## src/rtl/dmm_consts.svh

```systemverilog
`ifndef DMM_CONSTS_SVH
`define DMM_CONSTS_SVH

//////////////////////////////
// widths

`define DMM_REG_W          32      // host register word
`define DMM_ADDR_W         8       // byte address into the bank
`define DMM_SEQ_DEPTH      4       // sequence table entries
`define DMM_CNT_W          24      // precharge / aperture clock counts

//////////////////////////////
// register map, byte offsets

`define DMM_ADDR_CR        8'h00   // mode in bits 2:0
`define DMM_ADDR_DIRECT    8'h04   // raw board outputs for mode 0
`define DMM_ADDR_STATUS    8'h08   // read only
`define DMM_ADDR_PRECHARGE 8'h0C
`define DMM_ADDR_SEQ_N     8'h10
`define DMM_ADDR_SEQ0      8'h14   // seq1..seq3 follow, 4 bytes apart
`define DMM_ADDR_APERTURE  8'h24

//////////////////////////////
// mode codes, cr bits 2:0

`define DMM_MODE_DIRECT    3'd0
`define DMM_MODE_SA_MOCK   3'd6    // sequencer driving the mock adc

// fixed pattern in status bits 7:0, lets the host check the link
`define DMM_STATUS_MAGIC   8'hAA

`endif

```

## src/rtl/dmm_pkg.sv

```systemverilog
`include "dmm_consts.svh"

package dmm_pkg;

  //////////////////////////////
  // plain vector types

  typedef logic [`DMM_REG_W-1:0]  reg_word_t;
  typedef logic [`DMM_ADDR_W-1:0] reg_addr_t;
  typedef logic [`DMM_CNT_W-1:0]  clk_count_t;   // precharge and aperture
  typedef logic [2:0]             mode_t;
  typedef logic [5:0]             seq_entry_t;   // [5:4] pc_sw, [3:0] azmux
  typedef logic [2:0]             seq_idx_t;

  typedef seq_entry_t [`DMM_SEQ_DEPTH-1:0] seq_table_t;

  // sample acquisition fsm
  typedef enum logic [1:0] {
    SA_IDLE,
    SA_PRECHARGE,
    SA_MEASURE
  } sa_state_t;

  //////////////////////////////
  // axi4-lite channels

  typedef struct packed {
    logic                     awvalid;
    reg_addr_t                awaddr;
    logic                     wvalid;
    reg_word_t                wdata;
    logic [`DMM_REG_W/8-1:0]  wstrb;    // one bit per byte lane
    logic                     bready;
  } axil_wr_req_t;

  typedef struct packed {
    logic       awready;
    logic       wready;
    logic       bvalid;
    logic [1:0] bresp;
  } axil_wr_rsp_t;

  typedef struct packed {
    logic      arvalid;
    reg_addr_t araddr;
    logic      rready;
  } axil_rd_req_t;

  typedef struct packed {
    logic       arready;
    logic       rvalid;
    reg_word_t  rdata;
    logic [1:0] rresp;
  } axil_rd_rsp_t;

  // board pins, msb first, same order as the direct register
  typedef struct packed {
    logic       adc_reset_n;      // 25
    logic       meas_complete;
    logic       spi_interrupt;
    logic       adc_cmpr_latch;   // 22
    logic       adc_sigmux;
    logic       adc_rstmux;
    logic [1:0] adc_refmux;       // 19:18
    logic [3:0] azmux;            // 17:14
    logic [1:0] pc_sw;            // 13:12
    logic [7:0] monitor;          // 11:4
    logic [3:0] leds;             // 3:0
  } board_out_t;

endpackage

```

## src/rtl/dmm_reg_bank.sv

```systemverilog
`timescale 1ns/1ps
`include "dmm_consts.svh"

module dmm_reg_bank (
  input  logic                  clk,
  input  logic                  rst_i,
  input  dmm_pkg::axil_wr_req_t wr_req_i,
  output dmm_pkg::axil_wr_rsp_t wr_rsp_o,
  input  dmm_pkg::axil_rd_req_t rd_req_i,
  output dmm_pkg::axil_rd_rsp_t rd_rsp_o,
  input  logic [3:0]            hw_flags_i,          // board straps
  input  dmm_pkg::seq_idx_t     sample_idx_last_i,   // from sequencer
  output dmm_pkg::mode_t        mode_o,
  output dmm_pkg::reg_word_t    direct_o,
  output dmm_pkg::clk_count_t   precharge_o,
  output dmm_pkg::clk_count_t   aperture_o,
  output dmm_pkg::seq_idx_t     seq_n_o,
  output dmm_pkg::seq_table_t   seq_table_o
);
  import dmm_pkg::*;

  localparam int         STRB_W      = `DMM_REG_W / 8;
  localparam int         SEL_W       = $clog2(`DMM_SEQ_DEPTH);
  localparam reg_addr_t  SEQ_END     = reg_addr_t'(`DMM_ADDR_SEQ0 + 4 * `DMM_SEQ_DEPTH);
  localparam logic [1:0] RESP_OKAY   = 2'b00;
  localparam logic [1:0] RESP_SLVERR = 2'b10;

  reg_word_t cr_q;
  reg_word_t direct_q;
  reg_word_t precharge_q;
  reg_word_t seq_n_q;
  reg_word_t aperture_q;
  reg_word_t seq_q [`DMM_SEQ_DEPTH];

  logic       alive_q;      // low in the cycle after reset, no handshakes then
  logic       bvalid_q;
  logic [1:0] bresp_q;
  logic       rvalid_q;
  reg_word_t  rdata_q;
  logic [1:0] rresp_q;

  reg_addr_t         wr_addr;
  reg_addr_t         rd_addr;
  reg_word_t         wdata;
  logic [STRB_W-1:0] wstrb;
  logic [SEL_W-1:0]  wr_seq;
  logic              wr_accept;
  logic              wr_hit;
  logic              arready;
  logic              rd_accept;
  logic              rd_hit;
  reg_word_t         rd_word;
  reg_word_t         status_word;

  function automatic logic is_seq(reg_addr_t a);
    return (a >= `DMM_ADDR_SEQ0) && (a < SEQ_END);
  endfunction

  // table slot from a byte address inside the seq window
  function automatic logic [SEL_W-1:0] seq_sel(reg_addr_t a);
    reg_addr_t off;
    off = a - `DMM_ADDR_SEQ0;
    return off[2 +: SEL_W];
  endfunction

  function automatic reg_word_t merge_bytes(reg_word_t old_w, reg_word_t new_w,
                                            logic [STRB_W-1:0] strb);
    reg_word_t res;
    res = old_w;
    for (int b = 0; b < STRB_W; b++) begin
      if (strb[b]) res[8*b +: 8] = new_w[8*b +: 8];
    end
    return res;
  endfunction

  //////////////////////////////
  // write channel

  assign wr_addr   = {wr_req_i.awaddr[`DMM_ADDR_W-1:2], 2'b00};   // byte lanes via wstrb
  assign wdata     = wr_req_i.wdata;
  assign wstrb     = wr_req_i.wstrb;
  assign wr_seq    = seq_sel(wr_addr);
  assign wr_accept = alive_q && wr_req_i.awvalid && wr_req_i.wvalid && !bvalid_q;

  always_comb begin
    case (wr_addr)
      `DMM_ADDR_CR, `DMM_ADDR_DIRECT, `DMM_ADDR_PRECHARGE,
      `DMM_ADDR_SEQ_N, `DMM_ADDR_APERTURE: wr_hit = 1'b1;
      default:                             wr_hit = is_seq(wr_addr);   // status ends up here
    endcase
  end

  always_ff @(posedge clk) begin
    if (rst_i) begin
      cr_q        <= '0;
      direct_q    <= '0;
      precharge_q <= '0;
      seq_n_q     <= '0;
      aperture_q  <= '0;
      for (int i = 0; i < `DMM_SEQ_DEPTH; i++) seq_q[i] <= '0;
    end else if (wr_accept) begin
      case (wr_addr)
        `DMM_ADDR_CR:        cr_q        <= merge_bytes(cr_q, wdata, wstrb);
        `DMM_ADDR_DIRECT:    direct_q    <= merge_bytes(direct_q, wdata, wstrb);
        `DMM_ADDR_PRECHARGE: precharge_q <= merge_bytes(precharge_q, wdata, wstrb);
        `DMM_ADDR_SEQ_N:     seq_n_q     <= merge_bytes(seq_n_q, wdata, wstrb);
        `DMM_ADDR_APERTURE:  aperture_q  <= merge_bytes(aperture_q, wdata, wstrb);
        default: begin
          if (is_seq(wr_addr)) seq_q[wr_seq] <= merge_bytes(seq_q[wr_seq], wdata, wstrb);
        end
      endcase
    end
  end

  always_ff @(posedge clk) begin
    if (rst_i) begin
      alive_q  <= 1'b0;
      bvalid_q <= 1'b0;
    end else begin
      alive_q <= 1'b1;
      if (wr_accept) bvalid_q <= 1'b1;
      else if (wr_req_i.bready) bvalid_q <= 1'b0;   // held until host takes it
    end
  end

  always_ff @(posedge clk) begin
    if (wr_accept) bresp_q <= wr_hit ? RESP_OKAY : RESP_SLVERR;
  end

  //////////////////////////////
  // read channel

  // layout: [22:20] seq_n, [18:16] last sample, [11:8] flags, [7:0] magic
  assign status_word = {9'b0, seq_n_q[2:0], 1'b0, sample_idx_last_i,
                        4'b0, hw_flags_i, `DMM_STATUS_MAGIC};

  assign rd_addr   = {rd_req_i.araddr[`DMM_ADDR_W-1:2], 2'b00};
  assign arready   = alive_q && !rvalid_q;   // one read in flight
  assign rd_accept = rd_req_i.arvalid && arready;

  always_comb begin
    rd_hit  = 1'b1;
    rd_word = '0;
    case (rd_addr)
      `DMM_ADDR_CR:        rd_word = cr_q;
      `DMM_ADDR_DIRECT:    rd_word = direct_q;
      `DMM_ADDR_STATUS:    rd_word = status_word;
      `DMM_ADDR_PRECHARGE: rd_word = precharge_q;
      `DMM_ADDR_SEQ_N:     rd_word = seq_n_q;
      `DMM_ADDR_APERTURE:  rd_word = aperture_q;
      default: begin
        if (is_seq(rd_addr)) rd_word = seq_q[seq_sel(rd_addr)];
        else rd_hit = 1'b0;                 // unmapped reads as zero
      end
    endcase
  end

  always_ff @(posedge clk) begin
    if (rst_i) begin
      rvalid_q <= 1'b0;
    end else if (rd_accept) begin
      rvalid_q <= 1'b1;
    end else if (rd_req_i.rready) begin
      rvalid_q <= 1'b0;
    end
  end

  // data frozen while rvalid is up
  always_ff @(posedge clk) begin
    if (rd_accept) begin
      rdata_q <= rd_word;
      rresp_q <= rd_hit ? RESP_OKAY : RESP_SLVERR;
    end
  end

  assign wr_rsp_o.awready = wr_accept;   // aw and w taken together
  assign wr_rsp_o.wready  = wr_accept;
  assign wr_rsp_o.bvalid  = bvalid_q;
  assign wr_rsp_o.bresp   = bresp_q;
  assign rd_rsp_o.arready = arready;
  assign rd_rsp_o.rvalid  = rvalid_q;
  assign rd_rsp_o.rdata   = rdata_q;
  assign rd_rsp_o.rresp   = rresp_q;

  //////////////////////////////
  // fan-out to the datapath

  assign mode_o      = cr_q[$bits(mode_t)-1:0];
  assign direct_o    = direct_q;
  assign precharge_o = precharge_q[$bits(clk_count_t)-1:0];
  assign aperture_o  = aperture_q[$bits(clk_count_t)-1:0];
  assign seq_n_o     = seq_n_q[$bits(seq_idx_t)-1:0];

  always_comb begin
    for (int i = 0; i < `DMM_SEQ_DEPTH; i++) begin
      seq_table_o[i] = seq_q[i][$bits(seq_entry_t)-1:0];
    end
  end

endmodule

```

## src/rtl/dmm_sample_sequencer.sv

```systemverilog
`timescale 1ns/1ps
`include "dmm_consts.svh"

module dmm_sample_sequencer (
  input  logic                clk,
  input  logic                rst_i,
  input  logic                sa_trig_i,          // run level, low parks at entry 0
  input  dmm_pkg::clk_count_t precharge_i,
  input  dmm_pkg::seq_idx_t   seq_n_i,
  input  dmm_pkg::seq_table_t seq_table_i,
  input  logic                measure_valid_i,    // from adc
  output logic [3:0]          azmux_o,
  output logic [1:0]          pc_sw_o,
  output logic                adc_reset_n_o,
  output logic [3:0]          leds_o,
  output logic [7:0]          monitor_o,
  output dmm_pkg::seq_idx_t   sample_idx_last_o
);
  import dmm_pkg::*;

  localparam int SEL_W = $clog2(`DMM_SEQ_DEPTH);

  sa_state_t  state_q;
  seq_idx_t   idx_q;        // entry being acquired
  seq_idx_t   idx_last_q;   // entry of the last completed sample
  clk_count_t pc_cnt_q;     // precharge cycles left
  seq_idx_t   idx_inc;
  logic       idx_wrap;
  seq_entry_t entry;

  assign idx_inc = idx_q + 3'd1;
  // seq_n of 0 behaves as 1, never run past the table
  assign idx_wrap = (idx_inc >= seq_n_i) || (idx_inc >= seq_idx_t'(`DMM_SEQ_DEPTH));

  //////////////////////////////
  // acquisition fsm

  always_ff @(posedge clk) begin
    if (rst_i) begin
      state_q    <= SA_IDLE;
      idx_q      <= '0;
      idx_last_q <= '0;
      pc_cnt_q   <= '0;
    end else if (!sa_trig_i) begin
      state_q <= SA_IDLE;           // stopped, back to first entry
      idx_q   <= '0;
    end else begin
      case (state_q)
        SA_IDLE: begin
          state_q  <= SA_PRECHARGE;
          pc_cnt_q <= precharge_i;
        end
        SA_PRECHARGE: begin
          // exactly precharge_i cycles here, adc held in reset
          if (pc_cnt_q <= clk_count_t'(1)) state_q <= SA_MEASURE;
          else pc_cnt_q <= pc_cnt_q - 1'b1;
        end
        SA_MEASURE: begin
          if (measure_valid_i) begin
            idx_last_q <= idx_q;
            idx_q      <= idx_wrap ? seq_idx_t'(0) : idx_inc;
            state_q    <= SA_PRECHARGE;   // straight into the next entry
            pc_cnt_q   <= precharge_i;
          end
        end
        default: state_q <= SA_IDLE;
      endcase
    end
  end

  //////////////////////////////
  // outputs

  assign entry   = seq_table_i[idx_q[SEL_W-1:0]];
  assign azmux_o = entry[3:0];
  assign pc_sw_o = entry[5:4];

  assign adc_reset_n_o     = (state_q == SA_MEASURE);   // release adc only to measure
  assign sample_idx_last_o = idx_last_q;

  always_comb begin
    leds_o = '0;
    leds_o[idx_q[SEL_W-1:0]] = 1'b1;   // one-hot entry
  end

  // scope header, bit 7 spare
  assign monitor_o = {1'b0,
                      state_q,           // 6:5
                      idx_q,             // 4:2
                      measure_valid_i,   // 1
                      adc_reset_n_o};    // 0

endmodule

```

## src/rtl/dmm_adc_mock.sv

```systemverilog
`timescale 1ns/1ps

module dmm_adc_mock (
  input  logic                clk,
  input  logic                rst_i,
  input  logic                adc_reset_n_i,   // low holds the mock idle
  input  dmm_pkg::clk_count_t aperture_i,
  output logic                measure_valid_o
);
  import dmm_pkg::*;

  clk_count_t cnt_q;     // cycles since release
  logic       done_q;    // pulse already given for this release
  logic       at_end;

  // last cycle of the aperture, aperture_i+1 cycles into the release
  assign at_end = adc_reset_n_i && !done_q && (cnt_q == aperture_i);

  //////////////////////////////
  // aperture counter

  always_ff @(posedge clk) begin
    if (rst_i) begin
      cnt_q  <= '0;
      done_q <= 1'b0;
    end else if (!adc_reset_n_i) begin
      cnt_q  <= '0;      // rearm for next release
      done_q <= 1'b0;
    end else if (at_end) begin
      done_q <= 1'b1;    // stop, wait for next reset
    end else if (!done_q) begin
      cnt_q <= cnt_q + 1'b1;
    end
  end

  // single cycle, from state only
  assign measure_valid_o = at_end;

endmodule

```

## src/rtl/dmm_mode_mux.sv

```systemverilog
`timescale 1ns/1ps
`include "dmm_consts.svh"

module dmm_mode_mux (
  input  logic               clk,
  input  dmm_pkg::mode_t     mode_i,
  input  dmm_pkg::reg_word_t direct_i,
  input  logic [3:0]         azmux_i,      // sequencer side
  input  logic [1:0]         pc_sw_i,
  input  logic [3:0]         leds_i,
  input  logic [7:0]         monitor_i,
  output dmm_pkg::board_out_t board_o
);
  import dmm_pkg::*;

  //////////////////////////////
  // output select per mode

  always_comb begin
    board_o = '0;     // unused modes park every pin low
    case (mode_i)
      `DMM_MODE_DIRECT: begin
        // direct reg maps pin for pin
        board_o = board_out_t'(direct_i[$bits(board_out_t)-1:0]);
      end
      `DMM_MODE_SA_MOCK: begin
        // adc side stays low, no real converter here
        board_o.azmux   = azmux_i;
        board_o.pc_sw   = pc_sw_i;
        board_o.monitor = monitor_i;
        board_o.leds    = leds_i;
      end
      default: board_o = '0;
    endcase
  end

endmodule

```

## src/rtl/dmm_top.sv

```systemverilog
`timescale 1ns/1ps

module dmm_top (
  input  logic                  clk,
  input  logic                  rst_i,
  input  dmm_pkg::axil_wr_req_t wr_req_i,
  output dmm_pkg::axil_wr_rsp_t wr_rsp_o,
  input  dmm_pkg::axil_rd_req_t rd_req_i,
  output dmm_pkg::axil_rd_rsp_t rd_rsp_o,
  input  logic [3:0]            hw_flags_i,
  input  logic                  sa_trig_i,
  output dmm_pkg::board_out_t   board_o
);
  import dmm_pkg::*;

  // register bank fan-out
  mode_t      mode;
  reg_word_t  direct;
  clk_count_t precharge;
  clk_count_t aperture;
  seq_idx_t   seq_n;
  seq_table_t seq_table;

  // sequencer / mock adc
  logic [3:0] sa_azmux;
  logic [1:0] sa_pc_sw;
  logic [3:0] sa_leds;
  logic [7:0] sa_monitor;
  logic       sa_adc_reset_n;
  seq_idx_t   sa_sample_idx_last;
  logic       mock_measure_valid;

  //////////////////////////////
  // host registers

  dmm_reg_bank i_reg_bank (
    .clk               (clk),
    .rst_i             (rst_i),
    .wr_req_i          (wr_req_i),
    .wr_rsp_o          (wr_rsp_o),
    .rd_req_i          (rd_req_i),
    .rd_rsp_o          (rd_rsp_o),
    .hw_flags_i        (hw_flags_i),
    .sample_idx_last_i (sa_sample_idx_last),   // back into status
    .mode_o            (mode),
    .direct_o          (direct),
    .precharge_o       (precharge),
    .aperture_o        (aperture),
    .seq_n_o           (seq_n),
    .seq_table_o       (seq_table)
  );

  //////////////////////////////
  // acquisition

  dmm_sample_sequencer i_sequencer (
    .clk               (clk),
    .rst_i             (rst_i),
    .sa_trig_i         (sa_trig_i),
    .precharge_i       (precharge),
    .seq_n_i           (seq_n),
    .seq_table_i       (seq_table),
    .measure_valid_i   (mock_measure_valid),
    .azmux_o           (sa_azmux),
    .pc_sw_o           (sa_pc_sw),
    .adc_reset_n_o     (sa_adc_reset_n),
    .leds_o            (sa_leds),
    .monitor_o         (sa_monitor),
    .sample_idx_last_o (sa_sample_idx_last)
  );

  dmm_adc_mock i_adc_mock (
    .clk             (clk),
    .rst_i           (rst_i),
    .adc_reset_n_i   (sa_adc_reset_n),
    .aperture_i      (aperture),
    .measure_valid_o (mock_measure_valid)
  );

  dmm_mode_mux i_mode_mux (
    .clk       (clk),
    .mode_i    (mode),
    .direct_i  (direct),
    .azmux_i   (sa_azmux),
    .pc_sw_i   (sa_pc_sw),
    .leds_i    (sa_leds),
    .monitor_i (sa_monitor),
    .board_o   (board_o)
  );

endmodule

```

## config.mk

```make
export PLATFORM = sky130hd
export DESIGN_NAME = dmm_top
export DESIGN_NICKNAME = d
export VERILOG_FILES = /design/src/rtl/dmm_pkg.sv /design/src/rtl/dmm_reg_bank.sv /design/src/rtl/dmm_sample_sequencer.sv /design/src/rtl/dmm_adc_mock.sv /design/src/rtl/dmm_mode_mux.sv /design/src/rtl/dmm_top.sv
export VERILOG_INCLUDE_DIRS = /design/src /design/src/rtl
export SDC_FILE = /design/constraint.sdc
export NUM_CORES = 1
export LEC_CHECK = 0
export ABC_CLOCK_PERIOD_IN_PS = 7150
export BUFFER_PORTS_ARGS = -buffer_cell sky130_fd_sc_hd__buf_2
export CAP_MARGIN = 25
export CORE_UTILIZATION = 35
export CTS_CLUSTER_DIAMETER = 100
export DETAILED_ROUTE_END_ITERATION = 8
export MAX_ROUTING_LAYER = met4
export PLACE_DENSITY_LB_ADDON = 0.05
export SLEW_MARGIN = 20
export SYNTH_ARGS = -nofsm -noshare
export SYNTH_HDL_FRONTEND = slang
export SYNTH_HIERARCHICAL = 1
export SYNTH_SLANG_ARGS = --single-unit
```

## constraint.sdc

```tcl
create_clock -name clk -period 7.15 [get_ports clk]
set_clock_uncertainty 0.2 [all_clocks]
set_input_delay 0.3575 -clock clk [delete_from_list [all_inputs] [get_ports clk]]
set_output_delay 0.3575 -clock clk [all_outputs]
set_load 0.005 [all_outputs]
```

==> results of run 1 <==
[critical path: stages (launching register included)]
cell      delay [ps]
dfxtp_1          480
xor2_1           140
or4_1            600
nor4_4           410
and2_2           360
inv_1             90
a21o_1           180
inv_1             90
o21a_1           710
o21ai_1          190
a221oi_2         310
[worst max path at each step]
stage | startpoint | end | slack, ps | cells past startpoint
after floorplan | i_reg_bank/aperture_q[21] | i_sequencer/pc_cnt_q[0] | 4260 | 12
after global placement | wr_req_i[40] | i_reg_bank/seq_q[0][22] | 3180 | 8
after detailed placement | wr_req_i[40] | i_reg_bank/seq_q[1][20] | 3110 | 8
after CTS | i_reg_bank/aperture_q[21] | i_sequencer/pc_cnt_q[0] | 3290 | 10
after global routing | i_reg_bank/aperture_q[21] | i_sequencer/pc_cnt_q[0] | 3090 | 10
final | i_reg_bank/aperture_q[21] | i_sequencer/pc_cnt_q[0] | 3310 | 10
[area by class of cell]
type,count,area [um^2]
Clock buffer,63,1296
Sequential cell,382,9269
Multi-Input combinational cell,1365,8204
Clock inverter,21,155.1
Fill cell,5456,32380
Tap cell,696,870.8
Timing Repair Buffer,204,1380
Inverter,69,259.0
[sequential cells by signal (all words and copies together), names as in the netlist]
| name | count |
|---|---|
| i_reg_bank/seq_q | 128 |
| i_reg_bank/aperture_q | 32 |
| i_reg_bank/cr_q | 32 |
| i_reg_bank/direct_o | 32 |
| i_reg_bank/precharge_q | 32 |
| i_reg_bank/rdata_q | 32 |
| i_reg_bank/seq_n_q | 32 |
| i_adc_mock/cnt_q | 24 |
| i_sequencer/pc_cnt_q | 24 |
| i_sequencer/idx_q | 3 |
| i_sequencer/sample_idx_last_o | 3 |
| i_sequencer/state_q | 2 |
| i_adc_mock/done_q | 1 |
| i_reg_bank/alive_q | 1 |
| i_reg_bank/bresp_q | 1 |
| i_reg_bank/bvalid_q | 1 |
| i_reg_bank/rresp_q | 1 |
| i_reg_bank/rvalid_q | 1 |
[logic make-up after synthesis]
group	Yosys count	synth area share [%]
and+or+nand+nor	824	20.23
AOI/OAI and AO/OA	444	15.26
DFF	382	48.68
buffers and inverters	298	8.339
muxes	43	4.758
xor gates and xnor gates	33	1.518
adders and majority gates	18	1.183
other	2	0.03944
[metal layers]
metal  up-vias  global-route usage [%]
met4         0                   6.912
met1      7674                   31.55
li1       7256                       -
met2       483                   40.89
met3        81                   3.741
met5         -                       -
[stage by stage]
step           worst slack [ps]  total power, mW  instance area (um^2)  hold WS, ps  cells
3_3_place_gp               3182            2.874                 19470        241.2   2667
5_1_grt                    3089            5.331                 21430        30.01   2800
6_report                   3307            5.147                 21430        22.16   2800
4_1_cts                    3291            5.195                 21400        5.753   2798
3_5_place_dp               3108            2.877                 19510        248.1   2670
2_1_floorplan              4263            2.698                 19040        235.7   2045
[power by group]
group	total, mW	internal [mW]	switching (mW)	leakage (nW)
sequential	2.35	2.32	0.0261	3.37
clock	2.29	1.34	0.955	0.723
combinational	0.508	0.166	0.343	3.21
[synth_stat cells (11+ instances only)]
cell type	number	area share, %
nor3_1	22	0.58
a222oi_1	17	0.89
nand2_1	322	6.3
inv_1	67	1.3
nor2_1	170	3.4
a22oi_1	18	0.71
xnor2_1	12	0.55
buf_2	44	1.2
nand2b_1	15	0.49
dfxtp_1	220	23
nand3_1	167	4.4
a21oi_1	226	5.9
buf_4	96	3.8
xor2_1	21	0.97
o21ai_1	15	0.39
edfxtp_1	162	26
and3_1	12	0.39
and2_1	49	1.6
ha_1	18	1.2
nor2b_1	12	0.39
a21o_1	11	0.43
o21ai_0	44	1.2
mux4_2	38	4.5
a221oi_1	32	1.5
o32ai_1	12	0.55
clkbuf_1	77	1.5
==> flow_summary.ini, run 1 <==
[clocking]
cts_sinks = 382
cts_htree_levels = 2
ctsHoldBuffers = 44
cts_buffers = 45
cts_tree = built
postCtsSetupRepairBufs = 0
clock-root-buffer = clkbuf_16
ctsResizeCount = 0
clockBufferDepth = 3
insertion_delay_ps = 590
cts.reportedPaths.clkPinSlew_ps = 60

[cells_and_area]
diodes = 0
layout-drive-gt1-share_pct = 15.16
finish.utilization_pct = 39.83
final_common_cell = nand2_1
layout_common_cells = 320 x nand2_1, 226 x a21oi_1, 220 x dfxtp_1
area_growth_pct = 12.57
fin_nets = 2149

[global_route]
track_usage_pct = 24.78
grt_pass1_vias = 14991
antenna_found_initial = 1
grt_pass1_wl_um = 99390
overflow = 0
grt_max_degree = 159

[placement]
placement.io_buffers = 124
hpwl_um = 45950
place.gp.congestion = 0.8393

[timing]
tns_ps = 0
finalCritPeriodShare_pct = 53.75
worstMarginPinSlew_ps = 1018
slew_violations = 0
slew_headroom_pct = 31.70
period_minus_slack_ps = 3843
timing.fmax_mhz = 260.2
setup_viol = 0
rsz0062_at_grt = false
hold_viol = 0

[critical_path]
r2r_start = i_reg_bank/aperture_q[21]
criticalPathCategory = register to register
crit_required_ps = 7440
crit_arrival_ps = 4130
crit_path_start_kind = register
reg2reg_to = i_sequencer/pc_cnt_q[0]
critPathMaxFanout = 19
reg2reg_depth = 10
r2r_slack_ps = 3310
cp-end-kind = register

[worst_hold_path]
hp-class = input pin to register
whs_endpoint = i_reg_bank/cr_q[28]
hold_start = wr_req_i[46]
hold_depth = 5

[logic_synthesis]
synth-edff-count = 162
synth_seq_area_share_pct = 48.68
synth_ff_type = dfxtp_1
synthCells = 2044
async_reset_ff_share_pct = 0
synth_area_um2 = 19040
netlist-cell-type-count = 83
ys_seq_elements = 382
synth_warnings = 6
synth.avg_cell_area_um2 = 9.315

[detailed_routing]
vias_per_cell = 5.534
routed_wl_um = 67240
top_layer = met4
route.detailed.wl_per_inst_um = 24.01
drt-pass1-iter-count = 6
wl_met1_um = 29190
detail_route.iter0.violations = 1400
route.met3.wl_um = 3777
ant_nets = 0
wl_met2_um = 32740
vias = 15494
drc = 0

[flow_run]
cap_violations = 0

[die]
start_util_pct = 35.38
chipHeight_um = 235.2
core_um2 = 53810
num_rows = 85
die_width_um = 235.2
dieArea_um2 = 55340
io_pins = 131

[status]
status = completed

[power_and_ir_drop]
peakVddDrop_mv = 0.1532
total_leakage_power_nw = 7.301
power_density_nw_per_um2 = 240.1
Power figures use the tool's default switching activity.
==> inputs of run 2 (changes only) <==
Settings changed: ABC_AREA from default to 1, ABC_CLOCK_PERIOD_IN_PS 7150 to 3610.
Clock period 7.15 ns to 3.61 ns, I/O delays scaled along.
==> run 2 against run 1 <==
  * Core utilization up 0.56 points
  * Combinational power is 58% higher
  * Global-route usage decreased by 0.67 points
  * Largest cell class unchanged
==> flow_summary.ini, run 2 <==
[worst_hold_path]
hp-class = input pin to register

[cells_and_area]
top_register = i_reg_bank/seq_q
layout_common_cells = 592 x nor2_1, 473 x nand2_1, 247 x o21ai_0
final_common_cell = nor2_1
largest_reg_flops = 128
layout-drive-gt1-share_pct = 10.81
fin_cells = 3443
fillerInstances = 5806
area_growth_pct = 13.49
fin_nets = 2737

[global_route]
track_usage_pct = 24.10
overflow = 0
grt_pass1_wl_um = 100200
grt_pass1_vias = 15962
grt_use_met3_pct = 3.880
grt_use_met2_pct = 36.53
use_met1_pct = 33.34
antenna_found_initial = 4
grt_max_degree = 124
grt-busiest-layer = met2

[power_and_ir_drop]
internal_power_mw = 7.527
peakVddDrop_mv = 0.3110
power_density_nw_per_um2 = 450.0
p_seq_share_pct = 46.2
p_switching_mw = 2.527
total_power_mw = 10.05
total_leakage_power_nw = 9.348
swShare_pct = 25.13
pwr-share-comb_pct = 8.0
power_frac_clock_pct = 45.8

[logic_synthesis]
ys_seq_elements = 382
synth_seq_area_share_pct = 47.09
synth.avg_cell_area_um2 = 7.621
async_reset_ff_share_pct = 0
synth.area.top_cells = edfxtp_1 25%, dfxtp_1 22%, nor2_1 11%, nand2_1 9.0%, o21ai_0 6.3%
synth.largest_area_cell = edfxtp_1
synth_ff_type = dfxtp_1
yosysMostFrequentCell = nor2_1
synth_warnings = 6
synthTopCellsByCount = 592 x nor2_1, 473 x nand2_1, 247 x o21ai_0, 220 x dfxtp_1, 197 x inv_1
synthCells = 2583
netlist-cell-type-count = 47
synth-edff-count = 162
yosysTopAreaCellShare_pct = 24.71
synth_area_um2 = 19690

[timing]
whs_ps = 54.39
timing.fmax_mhz = 315.1
slew_violations = 0
rsz0062_at_grt = false
hold_viol = 0
worstMarginPinSlew_ps = 940.1
finalCritPeriodShare_pct = 87.91
period_minus_slack_ps = 3173
setup_viol = 0
setup_slack_ps = 436.6
slew_headroom_pct = 37.33
tns_ps = 0

[critical_path]
crit_family = simple AND/OR/NAND/NOR gates
critPathMaxFanout = 30
slowest_delay_ps = 590
criticalPathCategory = register to register
crit_slowest_cell = dlygate4sd3_1
crit_path_start_kind = register
crit_arrival_ps = 3220
critPathBufInv = 1
path_cells = nand3_2 > dlygate4sd3_1 > nor2_4 > nand2_2 > nor2_8 > o211ai_4 > nand2_8 > nand4_2 > nand2_1
crit_required_ps = 3650
cp-end-kind = register

[die]
core_um2 = 55310
die_width_um = 239.2
dieArea_um2 = 57200
num_rows = 86
chipHeight_um = 239.2
start_util_pct = 35.59
io_pins = 131

[detailed_routing]
drt-pass1-iter-count = 5
routed_wl_um = 67370
route.detailed.wl_per_inst_um = 19.57
vias_per_cell = 5.054
ant_nets = 0
vias = 17400
drc = 0
detail_route.iter0.violations = 1562

[clocking]
clock-root-buffer = clkbuf_16
cts_buffers = 47
cts_sinks = 382
cts_htree_levels = 2
cts.reportedPaths.clkPinSlew_ps = 60
insertion_delay_ps = 580
ctsResizeCount = 0
clockBufferDepth = 3
cts_tree = built

[placement]
dp.cells = 3307
place.gp.congestion = 0.8716
hpwl_um = 48920
pre_cts_ws_ps = 351.3
placement.io_buffers = 124

[status]
status = completed

[flow_run]
cap_violations = 0
-- run 2: cell types whose count changed after synthesis, sizes merged, moves of 20 or more --
cell / previous run / this run
a21oi: 228 / 111
a221oi: 34 / 6
and2: 50 / 1
buf: 152 / 129
inv: 68 / 213
mux4: 38 / 0
nand2: 322 / 480
nand3: 167 / 144
nand4: 7 / 58
nor2: 170 / 608
o21ai: 60 / 249
o22ai: 3 / 23
o32ai: 22 / 0
-- run 2: power groups by stage --
stage	Clock, mW	Sequential, mW	Combinational, mW
global placement	0	4.74	0.754
CTS	4.72	4.65	0.800
floorplan	0	4.71	0.493
detailed placement	0	4.74	0.757
finish	4.60	4.65	0.802
global route	4.89	4.65	0.890
-- run 2: timing repair --
action                    4_1_cts  5_1_grt
hold buffers                   47        0
buffers inserted                0        0
hold endpoints to repair      305        0
-- run 2: cells by family after synthesis --
kind of cell / after synthesis / share of synthesized area [%]
adder cells (fa/ha/maj): 18 / 1.144
other: 2 / 0.03815
AO/OA/AOI/OAI: 437 / 12.31
AND/OR/NAND/NOR: 1314 / 28.49
XOR/XNOR: 13 / 0.5784
buffers and inverters: 417 / 10.35
flip-flops: 382 / 47.09
-- run 2: worst register-to-register path, delay by kind of cell, from the launching register on --
| family | cells | cell delay [ps] |
|---|---|---|
| AND/OR/NAND/NOR | 7 | 1570 |
| buffers and inverters | 1 | 590 |
| flip-flops | 1 | 360 |
| AO/OA/AOI/OAI | 1 | 110 |
-- run 2: worst paths after layout --
path,start,end,slack (ps),cells past startpoint
hold / removal,wr_req_i[43],i_reg_bank/bresp_q[1],50,6
setup / recovery,i_reg_bank/alive_q,i_reg_bank/seq_q[2][25],440,9
hold reg to reg,i_reg_bank/seq_n_q[23],i_reg_bank/seq_n_q[23],250,2
setup reg to reg,i_reg_bank/alive_q,i_reg_bank/seq_q[2][25],440,9
-- run 2: final cells by class --
| class | count | area, um^2 | area share [%] |
|---|---|---|---|
| sequential | 382 | 9269 | 41.49 |
| multi-input combinational | 1785 | 8394 | 37.57 |
| timing repair buffer | 209 | 1380 | 6.177 |
| clock buffer | 67 | 1333 | 5.964 |
| tap | 748 | 935.9 | 4.189 |
| inverter | 230 | 867.1 | 3.881 |
| clock inverter | 19 | 155.1 | 0.6944 |
| antenna | 3 | 7.507 | 0.03360 |
-- run 2: per-stage QoR --
step	utilization, %	area (um^2)
floorplan	-	19690
global placement	36.83	20370
detailed placement	36.83	20370
CTS	40.37	22330
global route	40.39	22340
finish	40.39	22340
-- run 2: routing by layer --
| metal | vias up | part of all wire (%) |
|---|---|---|
| met5 | - | 0 |
| met4 | 0 | 2.0 |
| met3 | 93 | 5.3 |
| met2 | 465 | 45 |
| met1 | 8249 | 48 |
| li1 | 8593 | - |
